===== src/hw/lsp_lsf_pkg.sv =====
`default_nettype none

package lsp_lsf_pkg;

	//////////////////////////////////////////////////////////////////////
	// Word types
	//////////////////////////////////////////////////////////////////////

	// Q15 sample, LSP, LSF or table entry
	typedef logic [15:0] word16;
	// Long accumulator or memory word
	typedef logic [31:0] word32;
	typedef logic [11:0] mem_addr;
	typedef logic [4:0] shift_amount;

	//////////////////////////////////////////////////////////////////////
	// Sizes and memory map
	//////////////////////////////////////////////////////////////////////

	localparam int lsp_order = 10;
	localparam int table_size = 64;

	// Constant memory
	localparam mem_addr table_base = 12'd0;
	localparam mem_addr slope_base = 12'd64;

	// Scratch memory
	localparam mem_addr lsp_base = 12'd32;

	// Converter FSM
	typedef enum logic [3:0] {
		idle,
		fetch_table,
		fetch_lsp,
		compare,
		step_down,
		refetch_lsp,
		load_lsp,
		diff,
		multiply,
		shift_wait,
		next_lsp
	} conv_state;

endpackage

`default_nettype wire


===== src/hw/lsp_lsf_if.sv =====
`timescale 1ns/1ns
`default_nettype none


// Operands out, results back in the same cycle
interface op_bank import lsp_lsf_pkg::*; ();
	word16 add_a, add_b, add_y;
	word16 sub_a, sub_b, sub_y;
	word16 shl_a, shl_b, shl_y;
	word32 l_add_a, l_add_b, l_add_y;
	word16 l_mult_a, l_mult_b;
	word32 l_mult_y;

	modport client (
		output add_a, add_b, sub_a, sub_b, shl_a, shl_b, l_add_a, l_add_b, l_mult_a, l_mult_b,
		input add_y, sub_y, shl_y, l_add_y, l_mult_y
	);
	modport ops (
		input add_a, add_b, sub_a, sub_b, shl_a, shl_b, l_add_a, l_add_b, l_mult_a, l_mult_b,
		output add_y, sub_y, shl_y, l_add_y, l_mult_y
	);
endinterface


`default_nettype wire


===== src/hw/basic_ops.sv =====
`timescale 1ns/1ns
`default_nettype none

module basic_ops import lsp_lsf_pkg::*; (
	op_bank.ops ops
);

	// Clamp a 17-bit sum to the 16-bit range
	function automatic word16 sat16(input logic [16:0] wide);
		if (wide[16] != wide[15])
			return wide[16] ? 16'h8000 : 16'h7fff;
		return wide[15:0];
	endfunction

	logic [16:0] add_wide;
	logic [16:0] sub_wide;
	logic [31:0] shl_wide;
	logic [32:0] l_add_wide;
	logic signed [31:0] product;
	word16 shl_sat;

	assign add_wide = {ops.add_a[15], ops.add_a} + {ops.add_b[15], ops.add_b};
	assign sub_wide = {ops.sub_a[15], ops.sub_a} - {ops.sub_b[15], ops.sub_b};
	assign ops.add_y = sat16(add_wide);
	assign ops.sub_y = sat16(sub_wide);

	//////////////////////////////////////////////////////////////////////
	// shl, counts above 15 saturate any nonzero input
	//////////////////////////////////////////////////////////////////////
	assign shl_wide = {{16{ops.shl_a[15]}}, ops.shl_a} << ops.shl_b[3:0];
	assign shl_sat = ops.shl_a[15] ? 16'h8000 : 16'h7fff;

	always_comb begin
		if (ops.shl_b > 16'd15)
			ops.shl_y = (ops.shl_a == '0) ? '0 : shl_sat;
		else if (shl_wide[31:15] != {17{shl_wide[15]}})
			ops.shl_y = shl_sat;
		else
			ops.shl_y = shl_wide[15:0];
	end

	// 32-bit saturating add
	assign l_add_wide = {ops.l_add_a[31], ops.l_add_a} + {ops.l_add_b[31], ops.l_add_b};
	assign ops.l_add_y = (l_add_wide[32] != l_add_wide[31]) ?
		(l_add_wide[32] ? 32'h8000_0000 : 32'h7fff_ffff) : l_add_wide[31:0];

	// Fractional multiply, only -1 * -1 overflows
	assign product = $signed({{16{ops.l_mult_a[15]}}, ops.l_mult_a}) *
		$signed({{16{ops.l_mult_b[15]}}, ops.l_mult_b});
	assign ops.l_mult_y = (ops.l_mult_a == 16'h8000 && ops.l_mult_b == 16'h8000) ?
		32'h7fff_ffff : {product[30:0], 1'b0};

endmodule

`default_nettype wire


===== src/flat_wrapper.sv =====
// flat-port wrapper written by rule: the top's interface ports become plain ports
module basic_ops_flat import lsp_lsf_pkg::*;
  (ops_add_a, ops_add_b, ops_sub_a, ops_sub_b, ops_shl_a, ops_shl_b, ops_l_add_a, ops_l_add_b, ops_l_mult_a, ops_l_mult_b, ops_add_y, ops_sub_y, ops_shl_y, ops_l_add_y, ops_l_mult_y);
  op_bank ops_i ();
  input wire logic [$bits(ops_i.add_a)-1:0] ops_add_a;
  input wire logic [$bits(ops_i.add_b)-1:0] ops_add_b;
  input wire logic [$bits(ops_i.sub_a)-1:0] ops_sub_a;
  input wire logic [$bits(ops_i.sub_b)-1:0] ops_sub_b;
  input wire logic [$bits(ops_i.shl_a)-1:0] ops_shl_a;
  input wire logic [$bits(ops_i.shl_b)-1:0] ops_shl_b;
  input wire logic [$bits(ops_i.l_add_a)-1:0] ops_l_add_a;
  input wire logic [$bits(ops_i.l_add_b)-1:0] ops_l_add_b;
  input wire logic [$bits(ops_i.l_mult_a)-1:0] ops_l_mult_a;
  input wire logic [$bits(ops_i.l_mult_b)-1:0] ops_l_mult_b;
  output wire logic [$bits(ops_i.add_y)-1:0] ops_add_y;
  output wire logic [$bits(ops_i.sub_y)-1:0] ops_sub_y;
  output wire logic [$bits(ops_i.shl_y)-1:0] ops_shl_y;
  output wire logic [$bits(ops_i.l_add_y)-1:0] ops_l_add_y;
  output wire logic [$bits(ops_i.l_mult_y)-1:0] ops_l_mult_y;
  assign ops_i.add_a = ops_add_a;
  assign ops_i.add_b = ops_add_b;
  assign ops_i.sub_a = ops_sub_a;
  assign ops_i.sub_b = ops_sub_b;
  assign ops_i.shl_a = ops_shl_a;
  assign ops_i.shl_b = ops_shl_b;
  assign ops_i.l_add_a = ops_l_add_a;
  assign ops_i.l_add_b = ops_l_add_b;
  assign ops_i.l_mult_a = ops_l_mult_a;
  assign ops_i.l_mult_b = ops_l_mult_b;
  assign ops_add_y = ops_i.add_y;
  assign ops_sub_y = ops_i.sub_y;
  assign ops_shl_y = ops_i.shl_y;
  assign ops_l_add_y = ops_i.l_add_y;
  assign ops_l_mult_y = ops_i.l_mult_y;
  basic_ops u_core (.ops(ops_i));
endmodule

===== config.mk =====
export PLATFORM = sky130hd
export DESIGN_NAME = basic_ops_flat
export DESIGN_NICKNAME = d
export VERILOG_FILES = /design/src/hw/lsp_lsf_pkg.sv /design/src/hw/lsp_lsf_if.sv /design/src/hw/basic_ops.sv /design/src/flat_wrapper.sv
export SDC_FILE = /design/constraint.sdc
export NUM_CORES = 1
export LEC_CHECK = 0
export BUFFER_PORTS_ARGS = -buffer_cell sky130_fd_sc_hd__buf_4
export CELL_PAD_IN_SITES_DETAIL_PLACEMENT = 1
export CELL_PAD_IN_SITES_GLOBAL_PLACEMENT = 1
export CORE_MARGIN = 5
export CORE_UTILIZATION = 43
export DETAILED_ROUTE_END_ITERATION = 7
export GPL_ROUTABILITY_DRIVEN = 0
export PLACE_DENSITY = 0.82
export SETUP_SLACK_MARGIN = 0.3
export SYNTH_ARGS = -nofsm -noshare
export SYNTH_HDL_FRONTEND = slang
export SYNTH_SLANG_ARGS = --single-unit

===== constraint.sdc =====
create_clock -name vclk -period 12.1
set_input_delay 2.42 -clock vclk [all_inputs]
set_output_delay 2.42 -clock vclk [all_outputs]
set_load 0.005 [all_outputs]

==> results.yml, run 1 <==
route:
  remaining_drc_errors: 0
  met3RoutedLength_um: 2730
  dr_wl_met2_um: 26100
  drt-total-wl_um: 49400
  dr.max_layer_used: "met4"
  wl_per_cell_um: 20.1
  via_per_inst: 5.55
  m1WireLength_um: 18400
  firstDrtPassIters: 5
  drt_iter0_markers: 478
  postRouteAntennaNets: 0
  routed-via-count: 13600
critical_path:
  critical_path_depth: 23
  critPathMaxStageDelay_ps: 560
  crit_required_ps: 9680
  critPathMostFrequentCell: "sky130_fd_sc_hd__fa_1"
  criticalPathCategory: "input port to output pin"
  crit_end_category: "output pin"
  path_cells: "buf_4 > and2_1 > fa_1 > inv_1 > fa_1 > fa_1 > inv_1 > fa_1 > fa_1 > inv_1 > fa_1 > inv_1 > ha_1 > and3_1 > a221o_1 > a21oi_1 > o21ai_0 > a41oi_1 > a31oi_1 > o311a_1 > or3_1 > a21oi_1 > buf_4"
  cp_data_arrival_time_ps: 9050
  critical_path_buf_inv_count: 6
  cpLargestDelayFamily: "adder cells"
  critical_path_peak_fanout: 18
  cp-start-kind: "input port"
  worst_path_max_delay_cell: "sky130_fd_sc_hd__fa_1"
clock_tree:
  cts_post_setup_buffers_inserted: 0
  cts_hold_buf: 0
  post_cts_sizing: 0
synthesis:
  syn-cell-area_sq_mm: 0.0145
  synth_sequential_area_ratio_pct: 0
  ys_types: 76
  total_number_of_yosys_warnings: 0
  netlist.top_cell.by_area: "sky130_fd_sc_hd__fa_1"
  syn_nets: 2369
  synth.area.top_cells: "sky130_fd_sc_hd__fa_1 (36%), sky130_fd_sc_hd__ha_1 (12%), sky130_fd_sc_hd__inv_1 (8.5%), sky130_fd_sc_hd__and2_1 (5.4%), sky130_fd_sc_hd__nand2_1 (5.4%)"
  synthDominantCellAreaShare_pct: 35.8
  post_synth_inst_count: 1774
  synthesis.area_per_instance_sq_um: 8.16
die:
  die-height_um: 193
  fp_rows: 67
  floorplan.io_pins: 304
  die_w_um: 193
  design.die.area_sq_mm: 0.0374
  coreArea_sq_mm: 0.0334
  initial_core_util_pct: 43.4
sta:
  slew_of_the_pin_with_the_lowest_slew_margin_ps: 1030
  fin_tns_setup_ps: 0
  min_period_ps: 11470
  slew_headroom_pct: 31.4
  timing.fmax_mhz: 87.2
  grt_setup_unrepaired: "false"
  timing.final.setup_violations: 0
  final_hold_viol_count: 0
  timing.final.max_slew_violations: 0
  min_period_over_period_pct: 94.8
final_layout:
  layout.cells.most_common: "sky130_fd_sc_hd__inv_1"
  layout.nets: 2605
  final_area_sq_mm: 0.0170
  final_layout_size_suffix_gt1_share_pct: 16.5
  insertedDiodeCount: 0
  n_clock_buffer: 0
  most-common-layout-cells: "sky130_fd_sc_hd__inv_1 (327), sky130_fd_sc_hd__buf_4 (307), sky130_fd_sc_hd__fa_1 (259)"
  seq_cells: 0
  syn2layout_area_growth_pct: 17.8
  seqCellArea_sq_um: 0
grt:
  grt_pass1_vias: 15500
  grt_antenna_before_repair: 0
  grt_first_pass_wirelength_um: 80200
  grt_max_degree: 28
  global_route.usage.total_pct: 25.8
  grt-ovfl-total: 0
hold_path:
  min-delay-path-class: "input port to output pin"
  min_delay_path_depth: 2
place:
  port-buffer-count: 304
  dpl-instance-area_sq_mm: 0.0170
  post-dp-hpwl_um: 42600
status:
  outcome: "finished clean"
flow_run:
  maxCapViolCount: 0
-- stage by stage --
| step | setup WS (ps) | hold WS, ps | instances | util, % |
|---|---|---|---|---|
| after detailed placement | 684 | 5130 | 2456 | 51.1 |
| after global placement | 829 | 5130 | 2456 | 51.1 |
| final | 633 | 5150 | 2456 | 51.1 |
| after floorplan | 1200 | 5000 | 1774 | - |
| after global routing | 346 | 5160 | 2456 | 51.1 |
| after CTS | 650 | 5130 | 2456 | 51.1 |
-- per-layer routing --
metal  track usage (%)  vias to the layer above
met4              8.84                        0
met2              48.9                      427
met1              29.5                     6879
met3              3.93                      120
met5                 0                        -
li1                  -                     6194
-- synthesized netlist by cell type (all sizes together) (8+ instances only) --
cell type	count
nor3	16
ha	144
nor4	19
o21a	29
inv	327
xor2	28
clkbuf	62
xnor2	56
o21ai	73
or3	8
a31oi	14
buf	11
a21oi	90
a21o	32
nor2	65
mux2i	16
and2	125
nand2	208
nand2b	23
nand4	8
nor2b	10
mux4	11
fa	259
a211oi	10
nand3	13
-- kinds of logic after synthesis --
logic type	share of synthesized area (%)
mux	3.18
xor+xnor	5.08
simple gates	18.3
buf+inv	10.5
compound gates	14.1
fa+ha+maj	48.7
-- final timing paths --
kind / from / end / slack (ps)
worst min-delay path: ops_shl_a[15] / ops_shl_y[15] / 5150
worst max-delay path: ops_l_mult_b[4] / ops_l_mult_y[31] / 630
-- area by class of cell --
| class | instances | area [sq um] |
|---|---|---|
| fill | 4140 | 16300 |
| inverter | 328 | 1230 |
| tap | 448 | 561 |
| multi-input combinational | 1373 | 13000 |
| timing repair buffer | 307 | 2300 |
Power of run 1 is not shown: default switching activity piles up to over one toggle a cycle in this logic, so the estimate is an artifact.
==> inputs of run 2 (changes only) <==
- CORE_ASPECT_RATIO: not set -> 2
==> run 2 against run 1 <==
Compared with the run above: non-clock buffer count grew 1; first-iteration DRC count shrank 5.0%; cell count shrank 0.45%; critical path depth grew 1; wire length grew 1.3%; design area is essentially flat; maximum frequency grew 0.41%; global-route usage grew 0.16 points; die area grew 0.60%; count of clock-buffer cells in the layout is the same; critical endpoint unchanged.
==> results.yml, run 2 (same netlist as run 1, synthesis figures left out) <==
status:
  outcome: "finished clean"
sta:
  slew_of_the_pin_with_the_lowest_slew_margin_ps: 1180
  min_period_over_period_pct: 94.4
  final_hold_viol_count: 0
  grt_setup_unrepaired: "false"
  min_period_ps: 11420
  fin_tns_setup_ps: 0
  slew_headroom_pct: 19.3
  timing.final.max_slew_violations: 0
  timing.final.setup_violations: 0
  timing.fmax_mhz: 87.6
final_layout:
  layout.cells.most_common: "sky130_fd_sc_hd__inv_1"
  final_layout_size_suffix_gt1_share_pct: 16.6
  insertedDiodeCount: 0
  syn2layout_area_growth_pct: 17.8
  finalNonFillerCells: 2445
  seq_cells: 0
  layout.nets: 2606
  n_fill_cell: 4155
  n_clock_buffer: 0
  seqCellArea_sq_um: 0
  most-common-layout-cells: "sky130_fd_sc_hd__inv_1 (326), sky130_fd_sc_hd__buf_4 (308), sky130_fd_sc_hd__fa_1 (258)"
clock_tree:
  cts_hold_buf: 0
route:
  firstDrtPassIters: 4
  drt-total-wl_um: 50000
  remaining_drc_errors: 0
  routed-via-count: 13600
  drt_iter0_markers: 454
  wl_per_cell_um: 20.5
  via_per_inst: 5.55
  postRouteAntennaNets: 0
grt:
  grt_first_pass_wirelength_um: 79700
  grt_antenna_before_repair: 0
  use_met2_pct: 54.2
  grt.met3_usage_pct: 3.37
  grtUsageMet1_pct: 22.3
  grt_pass1_vias: 15900
  grt_max_degree: 28
  grt-ovfl-total: 0
  grt_busiest_layer: "met2"
  global_route.usage.total_pct: 26.0
die:
  fp_rows: 95
  die_w_um: 140
  floorplan.io_pins: 304
  design.die.area_sq_mm: 0.0377
  die-height_um: 269
  initial_core_util_pct: 43.3
  coreArea_sq_mm: 0.0334
critical_path:
  critPathMaxStageDelay_ps: 560
  critPathMostFrequentCell: "sky130_fd_sc_hd__fa_1"
  path_cells: "buf_4 > nand2_1 > fa_1 > inv_1 > fa_1 > inv_1 > fa_1 > inv_1 > fa_1 > fa_1 > inv_1 > fa_1 > inv_1 > ha_1 > and3_1 > a221o_1 > a21oi_1 > o21ai_0 > a41oi_1 > a31oi_1 > o311a_1 > or3_1 > a21oi_1 > buf_4"
  criticalPathCategory: "input port to output pin"
  crit_required_ps: 9680
  critical_path_buf_inv_count: 7
  critical_path_peak_fanout: 18
  cpLargestDelayFamily: "adder cells"
  crit_end_category: "output pin"
  cp_data_arrival_time_ps: 9000
  startpoint: "ops_l_mult_b[7]"
  worst_path_max_delay_cell: "sky130_fd_sc_hd__fa_1"
  cp-start-kind: "input port"
hold_path:
  min-delay-path-class: "input port to output pin"
  hold_path.startpoint: "ops_shl_a[15]"
place:
  post-dp-hpwl_um: 44700
  port-buffer-count: 304
  dpl.cell_count: 2444
flow_run:
  maxCapViolCount: 0
[run 2: cell types whose count changed in the layout (fill, tap and decap cells not counted)]
cell                         delta
sky130_fd_sc_hd__buf_4          +1
sky130_fd_sc_hd__clkinvlp_4     +1
sky130_fd_sc_hd__fa_1           -1
sky130_fd_sc_hd__fa_2           +1
sky130_fd_sc_hd__inv_1          -1
[run 2: final cells by class]
class	instances	area (sq um)	share of cell area [%]
inverter	328	1230	7.24
tap	436	546	3.20
timing repair buffer	308	2310	13.6
multi-input combinational	1373	13000	76.0
[run 2: repair_timing]
action	in CTS	in global routing
setup endpoints to repair	0	1
gates resized for setup	0	2
buffers inserted	0	1
[run 2: worst paths after layout]
path / end / slack [ps] / depth (start not counted)
min: ops_shl_y[15] / 5150 / 2
max: ops_l_mult_y[31] / 680 / 24
[run 2: per-layer routing]
metal | vias up | routed length (um)
li1 | 6192 | -
met1 | 6783 | 14700
met2 | 413 | 29500
met3 | 186 | 2010
met4 | 0 | 3870
met5 | - | 0
[run 2: through the flow]
step                      util (%)  hold WS, ps  area (sq um)  setup WS [ps]
after floorplan                  -         5000         14500           1200
after global placement        51.0         5140         17000            697
after detailed placement      51.0         5150         17000            392
after CTS                     51.0         5150         17000            407
after global routing          51.0         5150         17000            387
final                         51.0         5150         17000            680
Power of run 2 is left out for the same reason.
