[src/hw/lsp_lsf_pkg.sv]
`default_nettype none

package lsp_lsf_pkg;

	//////////////////////////////////////////////////////////////////////
	// Word types
	//////////////////////////////////////////////////////////////////////

	// Q15 sample, LSP, LSF or table entry
	typedef logic [15:0] word16;
	// Long accumulator or memory word
	typedef logic [31:0] word32;
	typedef logic [11:0] mem_addr;
	typedef logic [4:0] shift_amount;

	//////////////////////////////////////////////////////////////////////
	// Sizes and memory map
	//////////////////////////////////////////////////////////////////////

	localparam int lsp_order = 10;
	localparam int table_size = 64;

	// Constant memory
	localparam mem_addr table_base = 12'd0;
	localparam mem_addr slope_base = 12'd64;

	// Scratch memory
	localparam mem_addr lsp_base = 12'd32;

	// Converter FSM
	typedef enum logic [3:0] {
		idle,
		fetch_table,
		fetch_lsp,
		compare,
		step_down,
		refetch_lsp,
		load_lsp,
		diff,
		multiply,
		shift_wait,
		next_lsp
	} conv_state;

endpackage

`default_nettype wire

[src/hw/lsp_lsf_if.sv]
`timescale 1ns/1ns
`default_nettype none


// Long shift, start pulse in, done pulse with result back
interface shift_port import lsp_lsf_pkg::*; ();
	logic start;
	word32 value;
	shift_amount amount;
	word32 result;
	logic done;

	modport client (output start, value, amount, input result, done);
	modport shifter (input start, value, amount, output result, done);
endinterface

`default_nettype wire

[src/hw/long_shift_left.sv]
`timescale 1ns/1ns
`default_nettype none

module long_shift_left import lsp_lsf_pkg::*; (
	input logic clock,
	input logic reset,
	shift_port.shifter shift
);

	logic busy;
	shift_amount count;
	word32 acc;

	// Bits still to shift, done when it reaches zero
	always_ff @(posedge clock) begin
		if (reset) begin
			busy <= 1'b0;
			count <= '0;
		end else if (shift.start) begin
			busy <= 1'b1;
			count <= shift.amount;
		end else if (busy) begin
			if (count == '0)
				busy <= 1'b0;
			else
				count <= count - 1'b1;
		end
	end

	// One bit per cycle, a saturated value shifts back onto itself
	always_ff @(posedge clock) begin
		if (shift.start) begin
			acc <= shift.value;
		end else if (busy && count != '0) begin
			if (acc[31] != acc[30])
				acc <= acc[31] ? 32'h8000_0000 : 32'h7fff_ffff;
			else
				acc <= {acc[30:0], 1'b0};
		end
	end

	assign shift.done = busy && (count == '0);
	assign shift.result = acc;

endmodule

`default_nettype wire

[src/flat_wrapper.sv]
// flat-port wrapper written by rule: the top's interface ports become plain ports
module long_shift_left_flat import lsp_lsf_pkg::*;
  (clock, reset, shift_start, shift_value, shift_amount, shift_result, shift_done);
  shift_port shift_i ();
  input logic clock;
  input logic reset;
  input wire logic [$bits(shift_i.start)-1:0] shift_start;
  input wire logic [$bits(shift_i.value)-1:0] shift_value;
  input wire logic [$bits(shift_i.amount)-1:0] shift_amount;
  output wire logic [$bits(shift_i.result)-1:0] shift_result;
  output wire logic [$bits(shift_i.done)-1:0] shift_done;
  assign shift_i.start = shift_start;
  assign shift_i.value = shift_value;
  assign shift_i.amount = shift_amount;
  assign shift_result = shift_i.result;
  assign shift_done = shift_i.done;
  long_shift_left u_core (.clock(clock), .reset(reset), .shift(shift_i));
endmodule
[config.mk]
export PLATFORM = sky130hd
export DESIGN_NAME = long_shift_left_flat
export DESIGN_NICKNAME = d
export VERILOG_FILES = /design/src/hw/lsp_lsf_pkg.sv /design/src/hw/lsp_lsf_if.sv /design/src/hw/long_shift_left.sv /design/src/flat_wrapper.sv
export SDC_FILE = /design/constraint.sdc
export NUM_CORES = 1
export LEC_CHECK = 0
export ABC_AREA = 1
export BUFFER_PORTS_ARGS = -buffer_cell sky130_fd_sc_hd__buf_2
export CAP_MARGIN = 20
export CORE_MARGIN = 2
export CORE_UTILIZATION = 52
export DETAILED_ROUTE_END_ITERATION = 7
export PLACE_DENSITY = 0.9
export SYNTH_ARGS = -nofsm -noshare
export SYNTH_HDL_FRONTEND = slang
export SYNTH_SLANG_ARGS = --single-unit
[constraint.sdc]
create_clock -name clock -period 3.6 [get_ports clock]
set_input_delay 0.54 -clock clock [delete_from_list [all_inputs] [get_ports clock]]
set_output_delay 0.54 -clock clock [all_outputs]
set_load 0.005 [all_outputs]
==> qor.txt, run 1 <==
Status -> finished clean
Antenna diode count -> 0
Iter 0 DRT Violations -> 57
Routed Antenna Nets -> 0
CTS tree -> yes
CP arrival -> 1.46 ns
Pwr dens -> 541.7 mW/mm^2
Synth warn -> 0
Drt wl/cell -> 12.13 um
Cells after Synth -> 201
Global route overflow -> 0
Register area share after synthesis -> 58.26%
Leakage -> 1.051 nW
Hold WC Path Type -> input pin to flop
Final wirelength -> 3.858 mm
WS Path Type -> flop to primary output
Die footprint -> 0.004062 sq mm
Post-Syn Area -> 0.001856 sq mm
RSZ-0062 raised after global routing -> false
CTS max path bufs -> 2
Setup TNS -> 0 ns
Worst R2R End -> u_core.shift.result[6]
Worst Path Max Fanout -> 3
Avg Cell Area, Syn -> 9.231 sq um
Pin count of the biggest net entering global routing -> 42
Worst skew pair latency -> 0.34 ns
Worst slew pin tran -> 0.4502 ns
Crit Reg-Reg Startpoint -> u_core.count[0]
Post-synthesis register bit count -> 38
Final setup viols -> 0
Initial antenna violation count -> 0
Core ar. -> 0.003390 sq mm
IO Pins -> 73
Net count, final -> 314
Layout area overhead -> 25.02%
Row count -> 21
Via density -> 4.915
Share of post-route cells with drive strength above 1 -> 34.19%
Final cycle utilization of the critical path -> 55.63%
Max-slew violation count -> 0
Final Util -> 68.44%
Placer Congestion -> 0.8241
Crit path capture -> shift_done
Die span in x -> 63.74 um
Hold_buf cts -> 0
Vias in the first global route -> 1474
Clock Skews -> 0.008475 ns
Crit. Startpoint -> u_core.count[0]
F_max -> 499.3 MHz
Drt pass-1 iters -> 4
CP endpoint kind -> primary output
Worst-path clk slew -> 0.12 ns
Cts repair resizes -> 0
Vias post-DR -> 1563
Reg2reg setup slack -> 1.92 ns
Post-Syn Nets -> 244
Post-DP HPWL -> 2.641 mm
Clock sink count -> 38
Max-cap violations -> 0
Final hold vios -> 0
Reg2Reg Depth -> 7
DRC viols -> 0
Global-route wire length before repair -> 6.541 mm
Setup Buffers After CTS -> 0
CTS buffer count -> 5
# port buffers -> 72
Post-synth cell types -> 20
WP data required -> 3.06 ns
Slew margin rel. -> 69.99%
Root buffer cell -> clkbuf_4
Final min period -> 2.003 ns
H-tree Lvls -> 2
Peak VDD IR -> 0.3106 mV
Initial core utilization -> 54.74%
Die height -> 63.74 um
Startpoint Class -> flop
Total track usage -> 20.51%
-- sequential cells by signal (all words and copies together), names as in the netlist --
name	count
u_core.busy	1
u_core.count	5
u_core.shift.result	32
-- synth_stat cells --
cell type | number | share of area [%]
nand2_2 | 4 | 1.3
nand2_1 | 51 | 10
nor2_4 | 1 | 0.61
dfxtp_1 | 6 | 6.5
edfxtp_1 | 32 | 52
nand3_2 | 1 | 0.54
nand3_1 | 3 | 0.81
nor2_2 | 1 | 0.34
clkbuf_1 | 2 | 0.40
ha_1 | 3 | 2.0
inv_1 | 8 | 1.6
a21oi_1 | 34 | 9.2
o21ai_0 | 5 | 1.3
buf_2 | 4 | 1.1
buf_6 | 5 | 3.0
o22ai_1 | 1 | 0.34
nand2_4 | 1 | 0.61
nor2_1 | 37 | 7.5
inv_6 | 1 | 0.47
inv_2 | 1 | 0.20
-- report_power, final --
group	internal, mW	switching (mW)
logic	0.113	0.165
registers	0.563	0.0354
clock network	0.235	0.145
-- worst min-delay path by stage --
stage | start | end | slack [ns] | cells after the start
3_5_place_dp | u_core.count[4] | u_core.count[4] | 0.45 | 2
5_1_grt | reset | u_core.busy | 0.38 | 2
6_report | reset | u_core.count[3] | 0.37 | 2
4_1_cts | reset | u_core.count[3] | 0.37 | 2
3_3_place_gp | u_core.count[4] | u_core.count[4] | 0.45 | 2
2_1_floorplan | u_core.count[4] | u_core.count[4] | 0.44 | 2
-- per-layer routing --
metal / wire, um / track usage [%] / up-vias / part of all wire (%)
met3: 201 / 3.345 / 2 / 5.2
li1: - / - / 804 / -
met5: 0 / 0 / - / 0
met4: 25 / 5.707 / 0 / 0.65
met1: 1719 / 26.24 / 707 / 45
met2: 1911 / 36.05 / 50 / 50
-- critical path, stage by stage, from the launching register on --
cell,delay (ns)
dfxtp_1,0.34
inv_1,0.09
ha_1,0.19
nand2_2,0.09
nor2_4,0.12
nand2_2,0.08
nor2_1,0.09
buf_2,0.11
-- logic make-up after synthesis --
logic type,count (synthesis),share of synthesized area (%)
and+or+nand+nor,99,22.05
AOI/OAI and AO/OA,40,10.86
DFF,38,58.26
buffers and inverters,21,6.810
adders and majority gates,3,2.023
-- through the flow --
step	hold slack (ns)	std cells	setup slack [ns]	power (mW)	instance area, sq um
3_5_place_dp	0.4476	310	1.885	0.8873	2208
4_1_cts	0.3704	318	1.591	1.264	2320
5_1_grt	0.3796	318	1.520	1.327	2320
6_report	0.3733	318	1.597	1.257	2320
3_3_place_gp	0.4502	310	1.920	0.8781	2208
2_1_floorplan	0.4365	201	2.126	0.7791	1856
-- area by class of cell --
type | count | area, sq um
sequential | 38 | 1081
clock buffer | 6 | 51.30
clock inverter | 2 | 60.06
multi-input combinational | 142 | 651.9
tap | 46 | 57.56
fill | 297 | 1070
inverter | 10 | 42.54
timing repair buffer | 74 | 375.4
-- placed cells by master, fill, tap and decap left out --
cell | netlist | final
inv_6 | 1 | 1
buf_4 | 0 | 2
o22ai_1 | 1 | 1
nor2_4 | 1 | 1
ha_1 | 3 | 3
a21oi_1 | 34 | 33
nand3_1 | 3 | 3
clkbuf_8 | 0 | 1
nand2_4 | 1 | 1
nand2_2 | 4 | 4
o21ai_0 | 5 | 5
a21oi_2 | 0 | 1
edfxtp_1 | 32 | 32
inv_1 | 8 | 8
dfxtp_1 | 6 | 6
nand2_1 | 51 | 51
clkbuf_4 | 0 | 5
bufinv_16 | 0 | 2
nor2_2 | 1 | 1
nand3_2 | 1 | 1
inv_2 | 1 | 1
buf_2 | 4 | 72
nor2_1 | 37 | 37
(Power assumes the default switching activity.)
==> run 2: changes to the inputs <==
- CORE_UTILIZATION: 52 -> 43
- PLACE_DENSITY: 0.9 -> 0.8
- clock period: 3.6 -> 1.7 ns (I/O delays scaled with it)
==> run 2 against run 1 <==
- worst setup slack got worse by 1.5 ns
- sequential cell count did not move
- die area rose by 20%
- first-iteration DRC count rose by 91%
- clock skew fell by 0.0023 ns
- routed wire length rose by 3.1%
- cell count rose by 1.9%
- sequential share of layout area fell by 0.76 points
- highest routed layer unchanged
- global-route usage fell by 3.7 points
- worst hold slack got worse by 0.20 ns
==> qor.txt, run 2 (synthesized netlist as in run 1, its figures left out) <==
CTS tree -> yes
Pwr dens -> 1109 mW/mm^2 (+100%)
Iter 0 DRT Violations -> 109 (+91%)
Commonest non-fill, non-tap cell in the layout -> buf_2
Die span in x -> 69.69 um (+9.3%)
Pin count of the biggest net entering global routing -> 42 (unchanged)
Clock sink count -> 38 (unchanged)
Leakage -> 1.059 nW (+0.82%)
Final wirelength -> 3.979 mm (+3.1%)
Layout area overhead -> 27.24%
H-tree Lvls -> 2 (unchanged)
Placer Congestion -> 0.7878 (-4.4%)
Max reg flops -> 32 (unchanged)
Startpoint Class -> flop
Fillcell total -> 393 (+32%)
Final cycle utilization of the critical path -> 92.13%
CTS buffer count -> 5 (unchanged)
Worst Path Max Fanout -> 15 (+12)
Max-slew violation count -> 0 (unchanged)
F_max -> 638.5 MHz
Worst-path clk slew -> 0.07 ns (-0.05 ns)
Routed Antenna Nets -> 0 (unchanged)
IO Pins -> 73 (unchanged)
Status -> finished clean
Global route overflow -> 0 (unchanged)
CTS max path bufs -> 2 (unchanged)
CP arrival -> 1.59 ns (+0.13 ns)
Post-DP HPWL -> 2.777 mm (+5.1%)
Die footprint -> 0.004857 sq mm (+20%)
Worst skew pair latency -> 0.28 ns (-0.06 ns)
DRC viols -> 0 (unchanged)
Initial antenna violation count -> 0 (unchanged)
Worst slew pin tran -> 0.3125 ns (-0.1377 ns)
Drt wl/cell -> 12.28 um (+1.2%)
Hold_buf cts -> 0 (unchanged)
Initial core utilization -> 45.41% (-9.3 points)
Share of post-route cells with drive strength above 1 -> 35.40% (+1.2 points)
Clock Skews -> 0.006212 ns (-0.002263 ns)
Antenna diode count -> 0 (unchanged)
Drt pass-1 iters -> 4 (unchanged)
Net count, final -> 317 (+0.96%)
Final setup viols -> 0 (unchanged)
Setup TNS -> 0 ns (unchanged)
Row count -> 23 (+9.5%)
Hold WC Path Type -> input pin to flop
Total track usage -> 16.83% (-3.7 points)
Slew margin rel. -> 79.15% (+9.2 points)
CP endpoint kind -> flop
Via density -> 4.812 (-2.1%)
Global-route wire length before repair -> 6.679 mm (+2.1%)
WP data required -> 1.72 ns (-1.34 ns)
Commonest cells after routing, fill and taps aside -> buf_2 (72), nand2_1 (51), nor2_1 (37), a21oi_1 (33), edfxtp_1 (32)
WS Path Type -> flop to flop
# port buffers -> 72 (unchanged)
Root buffer cell -> clkbuf_8
Pwr Total -> 2.619 mW (+110%)
Final min period -> 1.566 ns
Final hold vios -> 0 (unchanged)
Core ar. -> 0.004086 sq mm (+21%)
Die height -> 69.69 um (+9.3%)
Peak VDD IR -> 0.6211 mV (+100%)
RSZ-0062 raised after global routing -> false
Vias post-DR -> 1559 (-0.26%)
Max-cap violations -> 0 (unchanged)
Vias in the first global route -> 1524 (+3.4%)
-- run 2: cell count changes in the layout (fill, tap and decap cells not counted), sizes merged --
cell and delta:
clkbuf -1, buf +3, bufinv -1, clkinv +1
-- run 2: worst paths after layout --
path                      startpoint                 endpoint  slack [ns]  depth (start not counted)
max reg2reg  u_core.shift.result[30]  u_core.shift.result[30]        0.13                          5
min                            reset          u_core.count[0]        0.17                          2
min reg2reg          u_core.count[4]          u_core.count[4]        0.46                          2
max          u_core.shift.result[30]  u_core.shift.result[30]        0.13                          5
-- run 2: worst max-delay path, cell delays in order (launching register included) --
cell      delay (ns)
edfxtp_1        0.43
ha_1            0.35
inv_1           0.07
a21oi_2         0.14
buf_4           0.22
a21oi_1         0.10
-- run 2: layout make-up --
type / instances / area (sq um) / area share, %
Clock inverter: 2 / 33.78 / 1.431
Clock buffer: 5 / 68.82 / 2.915
Sequential cell: 38 / 1082 / 45.84
Multi-Input combinational cell: 142 / 673.1 / 28.51
Inverter: 10 / 42.54 / 1.802
Timing Repair Buffer: 77 / 397.9 / 16.85
Tap cell: 50 / 62.56 / 2.650
-- run 2: per-layer routing --
layer | global-route usage [%] | share of wire, % | up-vias
li1 | - | - | 808
met4 | 2.778 | 0.18 | 0
met1 | 20.97 | 45 | 703
met3 | 4.506 | 4.7 | 2
met2 | 29.81 | 50 | 46
met5 | 0 | 0 | -
-- run 2: repair_timing --
item,in CTS,in global routing
gates resized for setup,0,5
endpoints found under the hold margin,0,0
buffers inserted,0,1
setup endpoints to repair,0,35
-- run 2: stage by stage --
stage / area (sq um) / worst slack, ns / cells / utilization, % / hold WS (ns)
2_1_floorplan: 1856 / 0.2262 / 201 / - / 0.3241
3_3_place_gp: 2228 / 0.1132 / 316 / 54.53 / 0.4499
3_5_place_dp: 2228 / 0.03407 / 316 / 54.53 / 0.4507
4_1_cts: 2331 / 0.02513 / 323 / 57.04 / 0.1634
5_1_grt: 2361 / 0.01670 / 324 / 57.78 / 0.1795
6_report: 2361 / 0.1338 / 324 / 57.78 / 0.1743
-- run 2: power breakdown --
group          total, mW  internal [mW]  switching, mW
registers           1.27           1.19         0.0736
logic              0.631          0.268          0.363
clock network      0.721          0.424          0.297
==> run 3: changes to the inputs <==
- CORE_UTILIZATION: 43 -> 48
- PLACE_DENSITY: 0.8 -> 0.84
- clock period: 1.7 -> 1.8 ns (I/O delays scaled with it)
==> run 3 against run 2 <==
- worst hold slack improved by 0.010 ns
- worst setup slack improved by 0.014 ns
- sequential share of layout area up 0.94 points
==> qor.txt, run 3 (synthesized netlist as in run 1, its figures left out) <==
Final Util -> 62.65% (+4.9 points)
Vias post-DR -> 1599 (+2.6%)
Worst skew pair latency -> 0.29 ns (about the same)
H-tree Lvls -> 2 (unchanged)
Via density -> 4.966 (+3.2%)
Max-slew violation count -> 0 (unchanged)
Initial antenna violation count -> 0 (unchanged)
Crit Reg-Reg Startpoint -> u_core.count[0]
Row count -> 22 (-4.3%)
Comb power frac -> 24.5% (+0.4 points)
Final min period -> 1.653 ns (+0.08639 ns)
CP arrival -> 1.59 ns (about the same)
Worst Path Max Fanout -> 35 (+20)
Fillcell total -> 348 (-11%)
Final wirelength -> 3.894 mm (-2.1%)
Post-DP HPWL -> 2.773 mm (-0.16%)
Cts repair resizes -> 0 (unchanged)
Placer Congestion -> 0.7677 (-2.6%)
Layout area overhead -> 24.55%
Leakage -> 1.044 nW (-1.5%)
CTS max path bufs -> 2 (unchanged)
Startpoint Class -> flop
Cell mode on critical path -> nand2_2
CTS tree -> yes
IO Pins -> 73 (unchanged)
Antenna diode count -> 0 (unchanged)
Slew margin rel. -> 70.28% (-8.9 points)
Share of post-route cells with drive strength above 1 -> 34.31% (-1.1 points)
Routed Antenna Nets -> 0 (unchanged)
Core ar. -> 0.003689 sq mm (-9.7%)
Die footprint -> 0.004379 sq mm (-9.8%)
Met3 Track Usage GR -> 3.578% (-0.93 points)
Sequential Power Share -> 51.5% (+3.1 points)
Clock Skews -> 0.004840 ns (-0.001372 ns)
Final cycle utilization of the critical path -> 91.81% (-0.32 points)
Max reg flops -> 32 (unchanged)
WP data required -> 1.74 ns (+0.02 ns)
Dpl ws -> 0.1692 ns (+0.1352 ns)
Peak VDD IR -> 0.4955 mV (-20%)
CTS buffer count -> 5 (unchanged)
Vias in the first global route -> 1388 (-8.9%)
GRT Max-Usage Layer -> met2
Drt pass-1 iters -> 4 (unchanged)
Switching power -> 697.2 uW (-5.0%)
RSZ-0062 raised after global routing -> false
FF+latch area -> 0.001081 sq mm (-0.12%)
Drt wl/cell -> 12.09 um (-1.5%)
Global-route wire length before repair -> 6.037 mm (-9.6%)
Die height -> 66.18 um (-5.0%)
Final setup viols -> 0 (unchanged)
Net count, final -> 316 (-0.32%)
Commonest non-fill, non-tap cell in the layout -> buf_2
M2 GR Usage -> 31.62% (+1.8 points)
F_max -> 605.1 MHz (-5.2%)
Setup TNS -> 0 ns (unchanged)
Initial core utilization -> 50.31% (+4.9 points)
Clock sink count -> 38 (unchanged)
Commonest cells after routing, fill and taps aside -> buf_2 (72), nand2_1 (51), nor2_1 (37), a21oi_1 (33), edfxtp_1 (32)
Worst R2R End -> u_core.shift.result[21]
M1 GR Usage -> 23.32% (+2.3 points)
Crit path depth -> 7 (+2)
Post-route setup slack -> 0.1474 ns (+0.01361 ns)
CP endpoint kind -> flop
Sw frac -> 29.94% (+1.9 points)
CP delay by family, top -> simple AND/OR/NAND/NOR gates
WS Path Type -> flop to flop
Worst path bufs/invs -> 1 (-1)
Min-delay src -> reset
# port buffers -> 72 (unchanged)
Hold Path Depth -> 2 (unchanged)
Pin count of the biggest net entering global routing -> 42 (unchanged)
Max-cap violations -> 0 (unchanged)
Status -> finished clean
Hold_buf cts -> 0 (unchanged)
Slowest cell on crit path -> dfxtp_1
Hold WC Path Type -> input pin to flop
DRC viols -> 0 (unchanged)
Worst-path clk slew -> 0.07 ns (about the same)
Global route overflow -> 0 (unchanged)
Total track usage -> 18.78% (+1.9 points)
Pwr dens -> 1008 mW/mm^2 (-9.2%)
Final hold vios -> 0 (unchanged)
Internal power -> 1.632 mW (-13%)
Worst path max stage delay -> 0.35 ns (-0.08 ns)
Iter 0 DRT Violations -> 83 (-24%)
Setup Buffers After CTS -> 0 (unchanged)
CP cell instances -> inv_1 > ha_1 > nand2_2 > nor2_4 > nand2_2 > nand2_2 > nand2_4
Clock Power Share -> 23.9% (-3.6 points)
Worst hold endpoint -> u_core.count[0]
Die span in x -> 66.18 um (-5.0%)
Reg2reg setup slack -> 0.15 ns (about the same)
Worst slew pin tran -> 0.4453 ns (+0.1329 ns)
Footprint of the multi-input gates -> 651.9 sq um (-3.2%)
Root buffer cell -> clkbuf_8
Reg2Reg Depth -> 7 (+2)
[run 3: cell type report]
| cell class | count | share of cell area [%] |
|---|---|---|
| clock buffer | 5 | 2.978 |
| clock inverter | 3 | 0.7038 |
| inverter | 10 | 1.841 |
| multi-input combinational | 142 | 28.21 |
| sequential | 38 | 46.78 |
| tap | 48 | 2.599 |
| timing repair buffer | 76 | 16.89 |
[run 3: metrics by stage]
step | power, mW | area [sq um] | hold slack [ns] | std cells
final | 2.329 | 2311 | 0.1844 | 322
after global routing | 2.482 | 2311 | 0.1797 | 322
after CTS | 2.351 | 2311 | 0.1775 | 322
after detailed placement | 1.796 | 2226 | 0.4555 | 314
after global placement | 1.773 | 2226 | 0.4483 | 314
after floorplan | 1.558 | 1856 | 0.3391 | 201
[run 3: per-layer routing]
layer  routed length [um]  vias to the layer above
met5                    0                        -
met4                   52                        0
met3                  235                        5
met2                 1894                       57
met1                 1711                      728
li1                     -                      809
[run 3: power groups by stage]
stage	Clock (mW)	Sequential [mW]	Combinational [mW]
after floorplan	0	1.22	0.336
after global placement	0	1.21	0.559
after detailed placement	0	1.22	0.579
after CTS	0.571	1.20	0.581
after global routing	0.615	1.21	0.654
final	0.557	1.20	0.571
[run 3: worst max-delay path by stage]
stage,to,slack (ns),startpoint
after floorplan,u_core.shift.result[10],0.33,u_core.shift.result[30]
after global placement,u_core.shift.result[15],0.21,u_core.count[0]
after detailed placement,u_core.shift.result[15],0.17,u_core.count[0]
after CTS,u_core.shift.result[21],0.14,u_core.count[0]
after global routing,u_core.count[3],0.02,u_core.count[0]
final,u_core.shift.result[21],0.15,u_core.count[0]
