`config.mk`:
```
export PLATFORM = sky130hd
export DESIGN_NAME = lsp_lsf_flat
export DESIGN_NICKNAME = d
export VERILOG_FILES = /design/src/hw/lsp_lsf_pkg.sv /design/src/hw/lsp_lsf_if.sv /design/src/hw/lsp_lsf.sv /design/src/flat_wrapper.sv
export SDC_FILE = /design/constraint.sdc
export NUM_CORES = 1
export LEC_CHECK = 0
export ABC_CLOCK_PERIOD_IN_PS = 2900
export BUFFER_PORTS_ARGS = -buffer_cell sky130_fd_sc_hd__buf_2
export CORE_AREA = 4 4 201 203
export DETAILED_ROUTE_END_ITERATION = 12
export DIE_AREA = 0 0 205 207
export PLACE_DENSITY = 0.4
export SYNTH_ARGS = -nofsm -noshare
export SYNTH_HDL_FRONTEND = slang
export SYNTH_SLANG_ARGS = --single-unit
```
`constraint.sdc`:
```
create_clock -name clock -period 2.9 [get_ports clock]
set_input_delay 0 -clock clock [delete_from_list [all_inputs] [get_ports clock]]
set_output_delay 0 -clock clock [all_outputs]
set_load 0.02 [all_outputs]
```
`src/hw/lsp_lsf_pkg.sv`:
```
`default_nettype none

package lsp_lsf_pkg;

	//////////////////////////////////////////////////////////////////////
	// Word types
	//////////////////////////////////////////////////////////////////////

	// Q15 sample, LSP, LSF or table entry
	typedef logic [15:0] word16;
	// Long accumulator or memory word
	typedef logic [31:0] word32;
	typedef logic [11:0] mem_addr;
	typedef logic [4:0] shift_amount;

	//////////////////////////////////////////////////////////////////////
	// Sizes and memory map
	//////////////////////////////////////////////////////////////////////

	localparam int lsp_order = 10;
	localparam int table_size = 64;

	// Constant memory
	localparam mem_addr table_base = 12'd0;
	localparam mem_addr slope_base = 12'd64;

	// Scratch memory
	localparam mem_addr lsp_base = 12'd32;

	// Converter FSM
	typedef enum logic [3:0] {
		idle,
		fetch_table,
		fetch_lsp,
		compare,
		step_down,
		refetch_lsp,
		load_lsp,
		diff,
		multiply,
		shift_wait,
		next_lsp
	} conv_state;

endpackage

`default_nettype wire

```
`src/hw/lsp_lsf_if.sv`:
```
`timescale 1ns/1ns
`default_nettype none

// Scratch memory port, read data one cycle after read_addr
interface scratch_port import lsp_lsf_pkg::*; ();
	mem_addr read_addr;
	mem_addr write_addr;
	word32 write_data;
	logic write_en;
	word32 read_data;

	modport converter (output read_addr, write_addr, write_data, write_en, input read_data);
	modport memory (input read_addr, write_addr, write_data, write_en, output read_data);
endinterface

// Operands out, results back in the same cycle
interface op_bank import lsp_lsf_pkg::*; ();
	word16 add_a, add_b, add_y;
	word16 sub_a, sub_b, sub_y;
	word16 shl_a, shl_b, shl_y;
	word32 l_add_a, l_add_b, l_add_y;
	word16 l_mult_a, l_mult_b;
	word32 l_mult_y;

	modport client (
		output add_a, add_b, sub_a, sub_b, shl_a, shl_b, l_add_a, l_add_b, l_mult_a, l_mult_b,
		input add_y, sub_y, shl_y, l_add_y, l_mult_y
	);
	modport ops (
		input add_a, add_b, sub_a, sub_b, shl_a, shl_b, l_add_a, l_add_b, l_mult_a, l_mult_b,
		output add_y, sub_y, shl_y, l_add_y, l_mult_y
	);
endinterface

// Long shift, start pulse in, done pulse with result back
interface shift_port import lsp_lsf_pkg::*; ();
	logic start;
	word32 value;
	shift_amount amount;
	word32 result;
	logic done;

	modport client (output start, value, amount, input result, done);
	modport shifter (input start, value, amount, output result, done);
endinterface

`default_nettype wire

```
`src/hw/lsp_lsf.sv`:
```
`timescale 1ns/1ns
`default_nettype none

module lsp_lsf import lsp_lsf_pkg::*; (
	input logic clock,
	input logic reset,
	input logic start,
	input mem_addr lsf_base,
	output logic done,
	output mem_addr const_addr,
	input word32 const_data,
	scratch_port.converter mem,
	op_bank.client ops,
	shift_port.client shift
);

	conv_state state, state_next;
	logic [5:0] index, index_next;
	logic [3:0] lsp_count, lsp_count_next;
	word16 temp, temp_next;

	mem_addr table_addr;
	mem_addr slope_addr;
	mem_addr lsp_addr;
	mem_addr lsf_addr;

	assign table_addr = table_base + mem_addr'(index);
	assign slope_addr = slope_base + mem_addr'(index);
	assign lsp_addr = lsp_base + mem_addr'(lsp_count);
	assign lsf_addr = lsf_base + mem_addr'(lsp_count);

	always_ff @(posedge clock) begin
		if (reset) begin
			state <= idle;
			index <= 6'(table_size - 1);
			lsp_count <= 4'(lsp_order - 1);
		end else begin
			state <= state_next;
			index <= index_next;
			lsp_count <= lsp_count_next;
		end
	end

	// Holds table entry, LSP or difference
	always_ff @(posedge clock)
		temp <= temp_next;

	//////////////////////////////////////////////////////////////////////
	// FSM
	//////////////////////////////////////////////////////////////////////
	always_comb begin
		state_next = state;
		index_next = index;
		lsp_count_next = lsp_count;
		temp_next = temp;

		done = 1'b0;
		const_addr = '0;
		mem.read_addr = '0;
		mem.write_addr = '0;
		mem.write_data = '0;
		mem.write_en = 1'b0;

		ops.add_a = '0;
		ops.add_b = '0;
		ops.sub_a = '0;
		ops.sub_b = '0;
		ops.shl_a = '0;
		ops.shl_b = '0;
		ops.l_add_a = '0;
		ops.l_add_b = '0;
		ops.l_mult_a = '0;
		ops.l_mult_b = '0;

		shift.start = 1'b0;
		shift.value = '0;
		shift.amount = '0;

		case (state)
			idle: begin
				if (start)
					state_next = fetch_table;
			end
			fetch_table: begin
				const_addr = table_addr;
				state_next = fetch_lsp;
			end
			fetch_lsp: begin
				temp_next = const_data[15:0];
				mem.read_addr = lsp_addr;
				state_next = compare;
			end
			compare: begin
				// Table entry below the LSP means keep searching
				ops.sub_a = temp;
				ops.sub_b = mem.read_data[15:0];
				if (!ops.sub_y[15] || index == '0) begin
					mem.read_addr = lsp_addr;
					state_next = refetch_lsp;
				end else begin
					state_next = step_down;
				end
			end
			step_down: begin
				// Next table entry read issued along with the decrement
				ops.sub_a = {10'd0, index};
				ops.sub_b = 16'd1;
				index_next = ops.sub_y[5:0];
				const_addr = table_base + mem_addr'(ops.sub_y[5:0]);
				state_next = fetch_lsp;
			end
			refetch_lsp: begin
				mem.read_addr = lsp_addr;
				state_next = load_lsp;
			end
			load_lsp: begin
				temp_next = mem.read_data[15:0];
				const_addr = table_addr;
				state_next = diff;
			end
			diff: begin
				ops.sub_a = temp;
				ops.sub_b = const_data[15:0];
				temp_next = ops.sub_y;
				const_addr = slope_addr;
				state_next = multiply;
			end
			multiply: begin
				ops.l_mult_a = temp;
				ops.l_mult_b = const_data[15:0];
				shift.start = 1'b1;
				shift.value = ops.l_mult_y;
				shift.amount = shift_amount'(3);
				state_next = shift_wait;
			end
			shift_wait: begin
				if (shift.done) begin
					// Round, then add the index in Q8
					ops.l_add_a = shift.result;
					ops.l_add_b = 32'h0000_8000;
					ops.add_a = ops.l_add_y[31:16];
					ops.shl_a = {10'd0, index};
					ops.shl_b = 16'd8;
					ops.add_b = ops.shl_y;
					mem.write_addr = lsf_addr;
					mem.write_data = {16'd0, ops.add_y};
					mem.write_en = 1'b1;
					state_next = next_lsp;
				end
			end
			next_lsp: begin
				if (lsp_count == '0) begin
					done = 1'b1;
					lsp_count_next = 4'(lsp_order - 1);
					index_next = 6'(table_size - 1);
					state_next = idle;
				end else begin
					lsp_count_next = lsp_count - 1'b1;
					state_next = fetch_table;
				end
			end
			default: state_next = idle;
		endcase
	end

endmodule

`default_nettype wire

```
`src/flat_wrapper.sv`:
```
// flat-port wrapper written by rule: the top's interface ports become plain ports
module lsp_lsf_flat import lsp_lsf_pkg::*;
  (clock, reset, start, lsf_base, done, const_addr, const_data, mem_read_addr, mem_write_addr, mem_write_data, mem_write_en, mem_read_data, ops_add_a, ops_add_b, ops_sub_a, ops_sub_b, ops_shl_a, ops_shl_b, ops_l_add_a, ops_l_add_b, ops_l_mult_a, ops_l_mult_b, ops_add_y, ops_sub_y, ops_shl_y, ops_l_add_y, ops_l_mult_y, shift_start, shift_value, shift_amount, shift_result, shift_done);
  scratch_port mem_i ();
  op_bank ops_i ();
  shift_port shift_i ();
  input logic clock;
  input logic reset;
  input logic start;
  input mem_addr lsf_base;
  output logic done;
  output mem_addr const_addr;
  input word32 const_data;
  output wire logic [$bits(mem_i.read_addr)-1:0] mem_read_addr;
  output wire logic [$bits(mem_i.write_addr)-1:0] mem_write_addr;
  output wire logic [$bits(mem_i.write_data)-1:0] mem_write_data;
  output wire logic [$bits(mem_i.write_en)-1:0] mem_write_en;
  input wire logic [$bits(mem_i.read_data)-1:0] mem_read_data;
  output wire logic [$bits(ops_i.add_a)-1:0] ops_add_a;
  output wire logic [$bits(ops_i.add_b)-1:0] ops_add_b;
  output wire logic [$bits(ops_i.sub_a)-1:0] ops_sub_a;
  output wire logic [$bits(ops_i.sub_b)-1:0] ops_sub_b;
  output wire logic [$bits(ops_i.shl_a)-1:0] ops_shl_a;
  output wire logic [$bits(ops_i.shl_b)-1:0] ops_shl_b;
  output wire logic [$bits(ops_i.l_add_a)-1:0] ops_l_add_a;
  output wire logic [$bits(ops_i.l_add_b)-1:0] ops_l_add_b;
  output wire logic [$bits(ops_i.l_mult_a)-1:0] ops_l_mult_a;
  output wire logic [$bits(ops_i.l_mult_b)-1:0] ops_l_mult_b;
  input wire logic [$bits(ops_i.add_y)-1:0] ops_add_y;
  input wire logic [$bits(ops_i.sub_y)-1:0] ops_sub_y;
  input wire logic [$bits(ops_i.shl_y)-1:0] ops_shl_y;
  input wire logic [$bits(ops_i.l_add_y)-1:0] ops_l_add_y;
  input wire logic [$bits(ops_i.l_mult_y)-1:0] ops_l_mult_y;
  output wire logic [$bits(shift_i.start)-1:0] shift_start;
  output wire logic [$bits(shift_i.value)-1:0] shift_value;
  output wire logic [$bits(shift_i.amount)-1:0] shift_amount;
  input wire logic [$bits(shift_i.result)-1:0] shift_result;
  input wire logic [$bits(shift_i.done)-1:0] shift_done;
  assign mem_read_addr = mem_i.read_addr;
  assign mem_write_addr = mem_i.write_addr;
  assign mem_write_data = mem_i.write_data;
  assign mem_write_en = mem_i.write_en;
  assign mem_i.read_data = mem_read_data;
  assign ops_add_a = ops_i.add_a;
  assign ops_add_b = ops_i.add_b;
  assign ops_sub_a = ops_i.sub_a;
  assign ops_sub_b = ops_i.sub_b;
  assign ops_shl_a = ops_i.shl_a;
  assign ops_shl_b = ops_i.shl_b;
  assign ops_l_add_a = ops_i.l_add_a;
  assign ops_l_add_b = ops_i.l_add_b;
  assign ops_l_mult_a = ops_i.l_mult_a;
  assign ops_l_mult_b = ops_i.l_mult_b;
  assign ops_i.add_y = ops_add_y;
  assign ops_i.sub_y = ops_sub_y;
  assign ops_i.shl_y = ops_shl_y;
  assign ops_i.l_add_y = ops_l_add_y;
  assign ops_i.l_mult_y = ops_l_mult_y;
  assign shift_start = shift_i.start;
  assign shift_value = shift_i.value;
  assign shift_amount = shift_i.amount;
  assign shift_i.result = shift_result;
  assign shift_i.done = shift_done;
  lsp_lsf u_core (.clock(clock), .reset(reset), .start(start), .lsf_base(lsf_base), .done(done), .const_addr(const_addr), .const_data(const_data), .mem(mem_i), .ops(ops_i), .shift(shift_i));
endmodule
```
==> run summary, run 1 <==
The share of async-settable or async-resettable flops after synthesis came out at 0%. At the pin with the least slew margin, the transition time is 721 ps. The CTS H-tree depth is 2. The netlist area before placement is between 0.003 and 0.004 sq mm. The number of cells on the worst hold path came out at 3. Counting distinct cell types in the post-synthesis netlist gives 51.

The setup TNS came out at 0 ps. The number of cells in the design after placement is around 1400. The clock passes through at most 2 buffers. In the final design database the tool counted between 1000 and 1500 nets. Measured in cells, the most critical reg-to-reg path has a length of 5. In this run the critical register-to-register path is captured at u_core.index[3]. The horizontal extent of the die came out at between 200 and 250 microns. The clock drives 30 sinks. The die covers roughly 0.042 sq mm.

The initial standard-cell utilization of the core is approximately a tenth. The global-route usage over all layers is 9.16%. The final estimated routing congestion in global placement came out at roughly 0.77. The number of pins with negative max-slew slack in the final report came out at 0. The mean instance size in the synthesized netlist came out at between 7 and 8 sq um. The layout overhead on the synthesized area came out at 60.2%. The worst hold slack after final layout came out at 31.7 ps. The flow ran to the end, and the final reports show no timing, DRC or antenna violations. The floorplan die height is slightly above 200 microns. The count of vias placed by the detailed router is 4857. The detailed placer's ending HPWL is roughly 18 mm. The critical path data required time came out at about 2900 ps. The fraction of layout instances using a drive strength above 1 is a little under half. The ratio of routed vias to standard cells came out at between 3 and 4. The CTS tree is yes. The clock-pin slew of the registers on the worst-case setup and hold paths came out at around 60 ps. Setup violations remaining at the end of the flow were counted as 0. Row generation in the floorplan step produced between 70 and 80 rows. The number of buffers inserted by post-CTS setup repair came out at 0. Among all flip-flop cells after synthesis, the most frequent one is sky130_fd_sc_hd__edfxtp_1. The post-detailed-route count of antenna-violating nets came out at 0. The count of mapped cells out of synthesis came out at ~530.

The post-detailed-routing wire length came out at around 22 mm. The Yosys step of the flow raised 0 warnings. The first detailed-routing pass took 8 iterations. The highest metal layer with signal wires is met5.

The clock root buffer is sky130_fd_sc_hd__clkbuf_16. The core area is between 0.03 and 0.04 sq mm. Dividing the final minimum period by the clock period gives 82.7%. The total length of routed met3 wires came out at 1.59 mm. Max-cap violations in this run came to 0. The remaining global-route overflow came out at 0.

VDD sags by at most around 0.17 mV. In this run the count of I/O pins placed on the die edge is 524. Buffers inserted during clock tree synthesis total 5. The initial antenna violation count is 6. The routed design uses 11.5 mm of met2 wire. Derived from the worst setup path, the maximum achievable clock frequency is ~420 MHz. The share of synthesized area occupied by flip-flops and latches came out at between 10% and 20%.

The number of hold buffers added after cts came out at 0. In this design, the stage delay of the slowest critical-path cell is between 400 and 500 ps. The post-route minimum period is approximately 2400 ps. The min-delay analysis places its worst path in the category input pin to register. The worst hold path terminates at u_core.temp[8]. The filler cells instantiated in the layout total around 4400. The worst hold path begins at const_data[8]. The reported leakage power came out at 3.67 nW. For this block, wires on met1 add up to between 8 and 9 mm. The first routing iteration left 222 violations. The startpoint identified for the worst register-to-register timing path is u_core.state[3]. Clock skew on the completed layout was measured at between 6 and 7 ps.

Setup repair after global routing left no endpoint under its margin. The total power is roughly 0.0016 W. The total power divided by cell area is ~260 mW/mm^2. The synthesized flop and latch total is 30. The startpoint-to-endpoint class of the critical path is register to output port. The post-cts repair resize count came out at 0.

The maximum number of pins on one net before global-route repair is between 90 and 100. The final standard cell utilization of the core is about 17%. The final hold violation count is 0.

The average routed wire per standard cell came out at between 15 and 20 microns. The headroom to the max-slew limit is about half. The data arrival time at the worst-slack endpoint is about 2400 ps.

The via count of the first global-routing pass is 4446. STA classifies the critical path startpoint as a register. Walking the worst path, the cells encountered are ha_1, fa_1, a21o_1, a21oi_1, o21ai_0, a21oi_1, buf_2.

Among all stages on the critical path, the largest delay is contributed by sky130_fd_sc_hd__fa_1. The first global-routing pass estimated around 30 mm of wire. Counting stages on the worst path, the most repeated cell is sky130_fd_sc_hd__a21oi_1.

The number of buffers inserted by port buffering came out at between 300 and 400. STA classifies the critical path endpoint as an output port. After the flow finishes, the layout carries non-filler instances totaling around 1400. In this run the register-to-register setup slack is 900 ps. The clock insertion delay at the later pin of the skew report is between 200 and 300 ps. The detailed-route DRC error count is 0.

The maximum net fanout on the critical path came out at 7. The synthesized design contains 16 enable-type register cells.
-- state kept, by name, summed over array words and instances, names as in the netlist --
register and cells:
u_core.state 4, u_core.lsp_count 4, u_core.temp 16, u_core.index 6
-- layout by cell type, fill, tap and decap left out, types with 7 or more instances in the layout --
master / n
sky130_fd_sc_hd__buf_4: 14
sky130_fd_sc_hd__edfxtp_1: 16
sky130_fd_sc_hd__inv_1: 23
sky130_fd_sc_hd__o21bai_1: 7
sky130_fd_sc_hd__nor2_1: 22
sky130_fd_sc_hd__o21ai_0: 9
sky130_fd_sc_hd__nor3_1: 10
sky130_fd_sc_hd__buf_2: 388
sky130_fd_sc_hd__a222oi_1: 16
sky130_fd_sc_hd__a21oi_1: 16
sky130_fd_sc_hd__and2_1: 162
sky130_fd_sc_hd__or3_1: 9
sky130_fd_sc_hd__dfxtp_1: 14
sky130_fd_sc_hd__a22o_1: 20
sky130_fd_sc_hd__conb_1: 87
-- worst max-delay path: cells and delay by family (launching register included) --
kind | cells | cell delay [ps]
flops | 1 | 390
fa+ha+maj | 2 | 670
buf+inv | 1 | 180
compound gates | 4 | 880
-- where the power goes --
part	total (W)	leakage (nW)	internal, W	switching (W)
Clock	0.000537	0.0729	0.000340	0.000197
Combinational	0.000578	3.34	0.000213	0.000365
Sequential	0.000509	0.260	0.000477	0.0000323
Total	0.00162	3.67	0.00103	0.000595
-- Yosys cell counts, types with 5 or more instances --
cell | n | area, sq um
sky130_fd_sc_hd__clkbuf_1 | 35 | 131
sky130_fd_sc_hd__a222oi_1 | 16 | 160
sky130_fd_sc_hd__dfxtp_1 | 14 | 280
sky130_fd_sc_hd__a22oi_1 | 5 | 37.5
sky130_fd_sc_hd__a22o_1 | 20 | 175
sky130_fd_sc_hd__edfxtp_1 | 16 | 480
sky130_fd_sc_hd__nor3_1 | 10 | 50.1
sky130_fd_sc_hd__or3_1 | 9 | 56.3
sky130_fd_sc_hd__and2_1 | 162 | 1010
sky130_fd_sc_hd__nor2_1 | 23 | 86.3
sky130_fd_sc_hd__o21ai_0 | 9 | 45.0
sky130_fd_sc_hd__buf_4 | 91 | 683
sky130_fd_sc_hd__nand2_1 | 6 | 22.5
sky130_fd_sc_hd__a21oi_1 | 16 | 80.1
sky130_fd_sc_hd__a2bb2oi_1 | 5 | 43.8
sky130_fd_sc_hd__o21bai_1 | 7 | 52.6
sky130_fd_sc_hd__inv_1 | 24 | 90.1
-- area by class of cell --
| cell class | count | area [sq um] | share of cell area (%) |
|---|---|---|---|
| antenna | 2 | 5.00 | 0.0788 |
| clock buffer | 6 | 139 | 2.19 |
| clock inverter | 2 | 12.5 | 0.197 |
| inverter | 24 | 90.1 | 1.42 |
| multi-input combinational | 427 | 2630 | 41.4 |
| sequential | 30 | 761 | 12.0 |
| tap | 518 | 648 | 10.2 |
| timing repair buffer | 403 | 2070 | 32.6 |
-- metal layers --
layer,up-vias,global-route usage [%]
met5,-,0
met3,18,1.86
met2,215,17.5
met4,4,1.69
met1,2285,10.5
li1,2335,-
-- worst max path at each step --
stage	start	endpoint	slack [ps]	cells after the start
finish	u_core.lsp_count[0]	mem_write_addr[6]	500	7
global route	u_core.lsp_count[0]	mem_write_addr[10]	350	7
CTS	u_core.lsp_count[0]	mem_write_addr[6]	460	7
detailed placement	u_core.lsp_count[0]	mem_write_addr[6]	770	7
global placement	u_core.lsp_count[0]	mem_write_addr[8]	760	7
floorplan	u_core.state[0]	u_core.temp[0]	380	4
-- cell families after synthesis --
kind of cell	synth area share, %
simple gates	35.8
compound gates	18.6
buf+inv	23.3
flops	19.2
fa+ha+maj	1.77
mux	0.253
other cells	0.0947
xor+xnor	0.884
-- stage by stage --
step / setup WS [ps] / area (sq um)
6_report: 501 / 6350
5_1_grt: 351 / 6340
4_1_cts: 462 / 6340
3_5_place_dp: 771 / 6190
3_3_place_gp: 756 / 6190
2_1_floorplan: 380 / 4280
Power figures use the tool's default switching activity.
==> inputs of run 2 (changes only) <==
--- a/config.mk
+++ b/config.mk
@@ -5,11 +5,11 @@
 export SDC_FILE = /design/constraint.sdc
 export NUM_CORES = 1
 export LEC_CHECK = 0
-export ABC_CLOCK_PERIOD_IN_PS = 2900
+export ABC_CLOCK_PERIOD_IN_PS = 2000
 export BUFFER_PORTS_ARGS = -buffer_cell sky130_fd_sc_hd__buf_2
-export CORE_AREA = 4 4 201 203
+export CORE_AREA = 4 4 204 206
 export DETAILED_ROUTE_END_ITERATION = 12
-export DIE_AREA = 0 0 205 207
+export DIE_AREA = 0 0 208 210
 export PLACE_DENSITY = 0.4
 export SYNTH_ARGS = -nofsm -noshare
 export SYNTH_HDL_FRONTEND = slang
==> constraint.sdc (replaced) <==
create_clock -name clock -period 2 [get_ports clock]
set_input_delay 0 -clock clock [delete_from_list [all_inputs] [get_ports clock]]
set_output_delay 0 -clock clock [all_outputs]
set_load 0.02 [all_outputs]
==> run summary, run 2 (synthesis results as in run 1) <==
The final hold violation count is 0. The number of flip-flops under the largest register name is 16. In this run the clock root is driven by a sky130_fd_sc_hd__clkbuf_16. The routed design could run at a clock period as short as 2130 ps. The ratio of routed vias to standard cells came out at roughly 3.5.

VDD sags by at most ~0.24 mV. By startpoint and endpoint, the worst setup path is classified as register to output port. Clock-pin slew was measured on the worst setup and hold paths at about 50 ps. In the layout the commonest cells are 364 x sky130_fd_sc_hd__buf_2, 161 x sky130_fd_sc_hd__and2_1, 87 x sky130_fd_sc_hd__conb_1. The number of buffers inserted by port buffering is between 300 and 400. The actual slew at the worst max-slew pin came out at ~710 ps. The critical path goes through or4_1, o31a_1, a311o_2, nor2_2, buf_2.

The die covers ~0.044 sq mm. The worst-path cell with the longest stage delay is sky130_fd_sc_hd__or4_1. On the final layout, the worst clock skew is around 11 ps.

Setup repair after global routing could not meet its margin everywhere. Data arrives at the worst endpoint at approximately 2100 ps. The reported leakage power came out at approximately 3.8 nW. The CTS tree is yes. In this run the vertical extent of the chip is around 210 microns. The count of buffering cells on the critical path with inverters included is 1. The average routed wire per standard cell came out at 16.0 microns.

The switching share of power is between 30% and 40%. After global routing the overflow that remains totals 0. The number of hold buffers added after cts came out at 0.

The cell internal power dissipation came out at 0.00151 W. The number of buffers created by CTS is 5. The worst setup path is captured at an output port.

The worst hold slack after final layout is 29.0 ps. Max-cap violations in this run came to 0. The run finished, with violations left.

The clock tree buffer depth came out at 2. The analysis attributes to net switching a power of between 0.0008 and 0.0009 W. The detailed placer's ending HPWL came out at 18.8 mm. The total iterations of the first detailed-routing run came out at 4. In the routed design, unresolved DRC markers number 0. The initial standard-cell utilization of the core is ~10%. In the final layout, the share of cells above drive strength 1 is around half.

The headroom to the max-slew limit came out at 52.3%. The clock insertion delay at the later pin of the skew report is roughly 280 ps. The maximum net fanout on the critical path is 5. Setup violations remaining at the end of the flow were counted as 6. The total power came out at around 0.0024 W. The top register by number of flip-flops is u_core.temp.

The maximum number of pins on one net before global-route repair came out at a little under 70. The final estimated routing congestion in global placement is approximately 0.88. The cell type group with the largest total delay on the critical path is compound AO/OA/AOI/OAI gates. The horizontal extent of the die came out at 208 microns. The critical path data required time came out at ~2000 ps. The initial antenna violation count came out at 3. The final standard cell utilization of the core came out at around 18%. The post-detailed-routing wire length is ~23 mm. The setup TNS came out at -412 ps. The final reports fail on negative setup slack. STA classifies the critical path startpoint as a register. The first global-routing pass estimated between 30 and 40 mm of wire.

The core area came out at slightly below 0.04 sq mm. The post-detailed-route count of antenna-violating nets is 0. The total power divided by cell area came out at around 340 mW/mm^2.

The net total in the final layout came out at between 1000 and 1500. In this run, the clock network consumes a little over 30% of the power. In this run the number of H-tree levels came out at 2. The count of boundary I/O pins is between 500 and 600. The min-delay analysis places its worst path in the category input pin to register. The most common cell after layout, fill and taps aside is sky130_fd_sc_hd__buf_2.

The share of total power dissipated in sequential elements is 30.2%. The standard-cell row count is 73. The via count of the first global-routing pass came out at approximately 4800.

Across every metal layer, demand over resource in global routing totals a little under a tenth. The number of sinks on the clock net is 30. In this design, the stage delay of the slowest critical-path cell is ~510 ps.

The post-route clock period utilization is 107%. In the final layout, the registers with the most flip-flops are u_core.temp x16, u_core.index x6. The number of pins with negative max-slew slack in the final report is 0.

Fill cells in the final layout number roughly 4500. The share of power burned in combinational logic came out at around 40%. The first-iteration detailed-routing DRC count came out at ~200. For this run, the top clock speed supported by timing is about 470 MHz. The minimum setup slack in the final design is -132 ps. The post-placement worst setup slack is 42.2 ps. The routed layout has 4980 vias. The layout overhead on the synthesized area came out at 75.3%.
run 2: tightest hold or removal path, cell delays in order:
cell                       delay, ps
sky130_fd_sc_hd__buf_2            80
sky130_fd_sc_hd__a222oi_1         80
sky130_fd_sc_hd__inv_1            50
run 2: path summary, 6_finish.rpt:
check	start	endpoint	slack (ps)	depth (start not counted)
worst max register to register	u_core.state[0]	u_core.index[4]	290	6
worst min register to register	u_core.lsp_count[3]	u_core.lsp_count[2]	510	2
worst max-delay path	u_core.index[5]	mem_read_addr[1]	-130	5
worst min-delay path	ops_sub_y[14]	u_core.temp[14]	30	3
run 2: timing repair:
action	CTS	global route
endpoints found under the setup margin	108	158
cloned	4	0
resized for setup	46	39
hold endpoints to repair	0	0
setup buffers	3	3
pin swaps	4	13
run 2: metrics by stage:
step | cells | cell area [sq um]
after global routing | 1442 | 6940
after floorplan | 611 | 4290
final | 1443 | 6950
after CTS | 1439 | 6780
after detailed placement | 1424 | 6370
after global placement | 1424 | 6370
run 2: cell type report:
| type | count | area (sq um) | share of cell area (%) |
|---|---|---|---|
| Multi-Input combinational cell | 427 | 2790 | 40.2 |
| Clock inverter | 2 | 8.76 | 0.126 |
| Timing Repair Buffer | 428 | 2480 | 35.7 |
| Clock buffer | 6 | 129 | 1.86 |
| Inverter | 24 | 95.1 | 1.37 |
| Antenna cell | 1 | 2.50 | 0.0360 |
| Tap cell | 525 | 657 | 9.46 |
| Sequential cell | 30 | 783 | 11.3 |
run 2: layer usage:
layer | track usage (%) | up-vias | part of all wire, %
li1 | - | 2389 | -
met5 | 0 | - | 0
met3 | 1.70 | 18 | 5.3
met2 | 17.9 | 213 | 53
met4 | 2.33 | 0 | 1.8
met1 | 11.5 | 2360 | 40
run 2: power by group through the flow:
stage               logic (W)  clock network (W)  registers, W
floorplan            0.000620                  0      0.000717
global placement     0.000900                  0      0.000733
detailed placement   0.000900                  0      0.000733
CTS                  0.000928           0.000752      0.000722
global route          0.00103           0.000789      0.000726
finish               0.000942           0.000729      0.000722
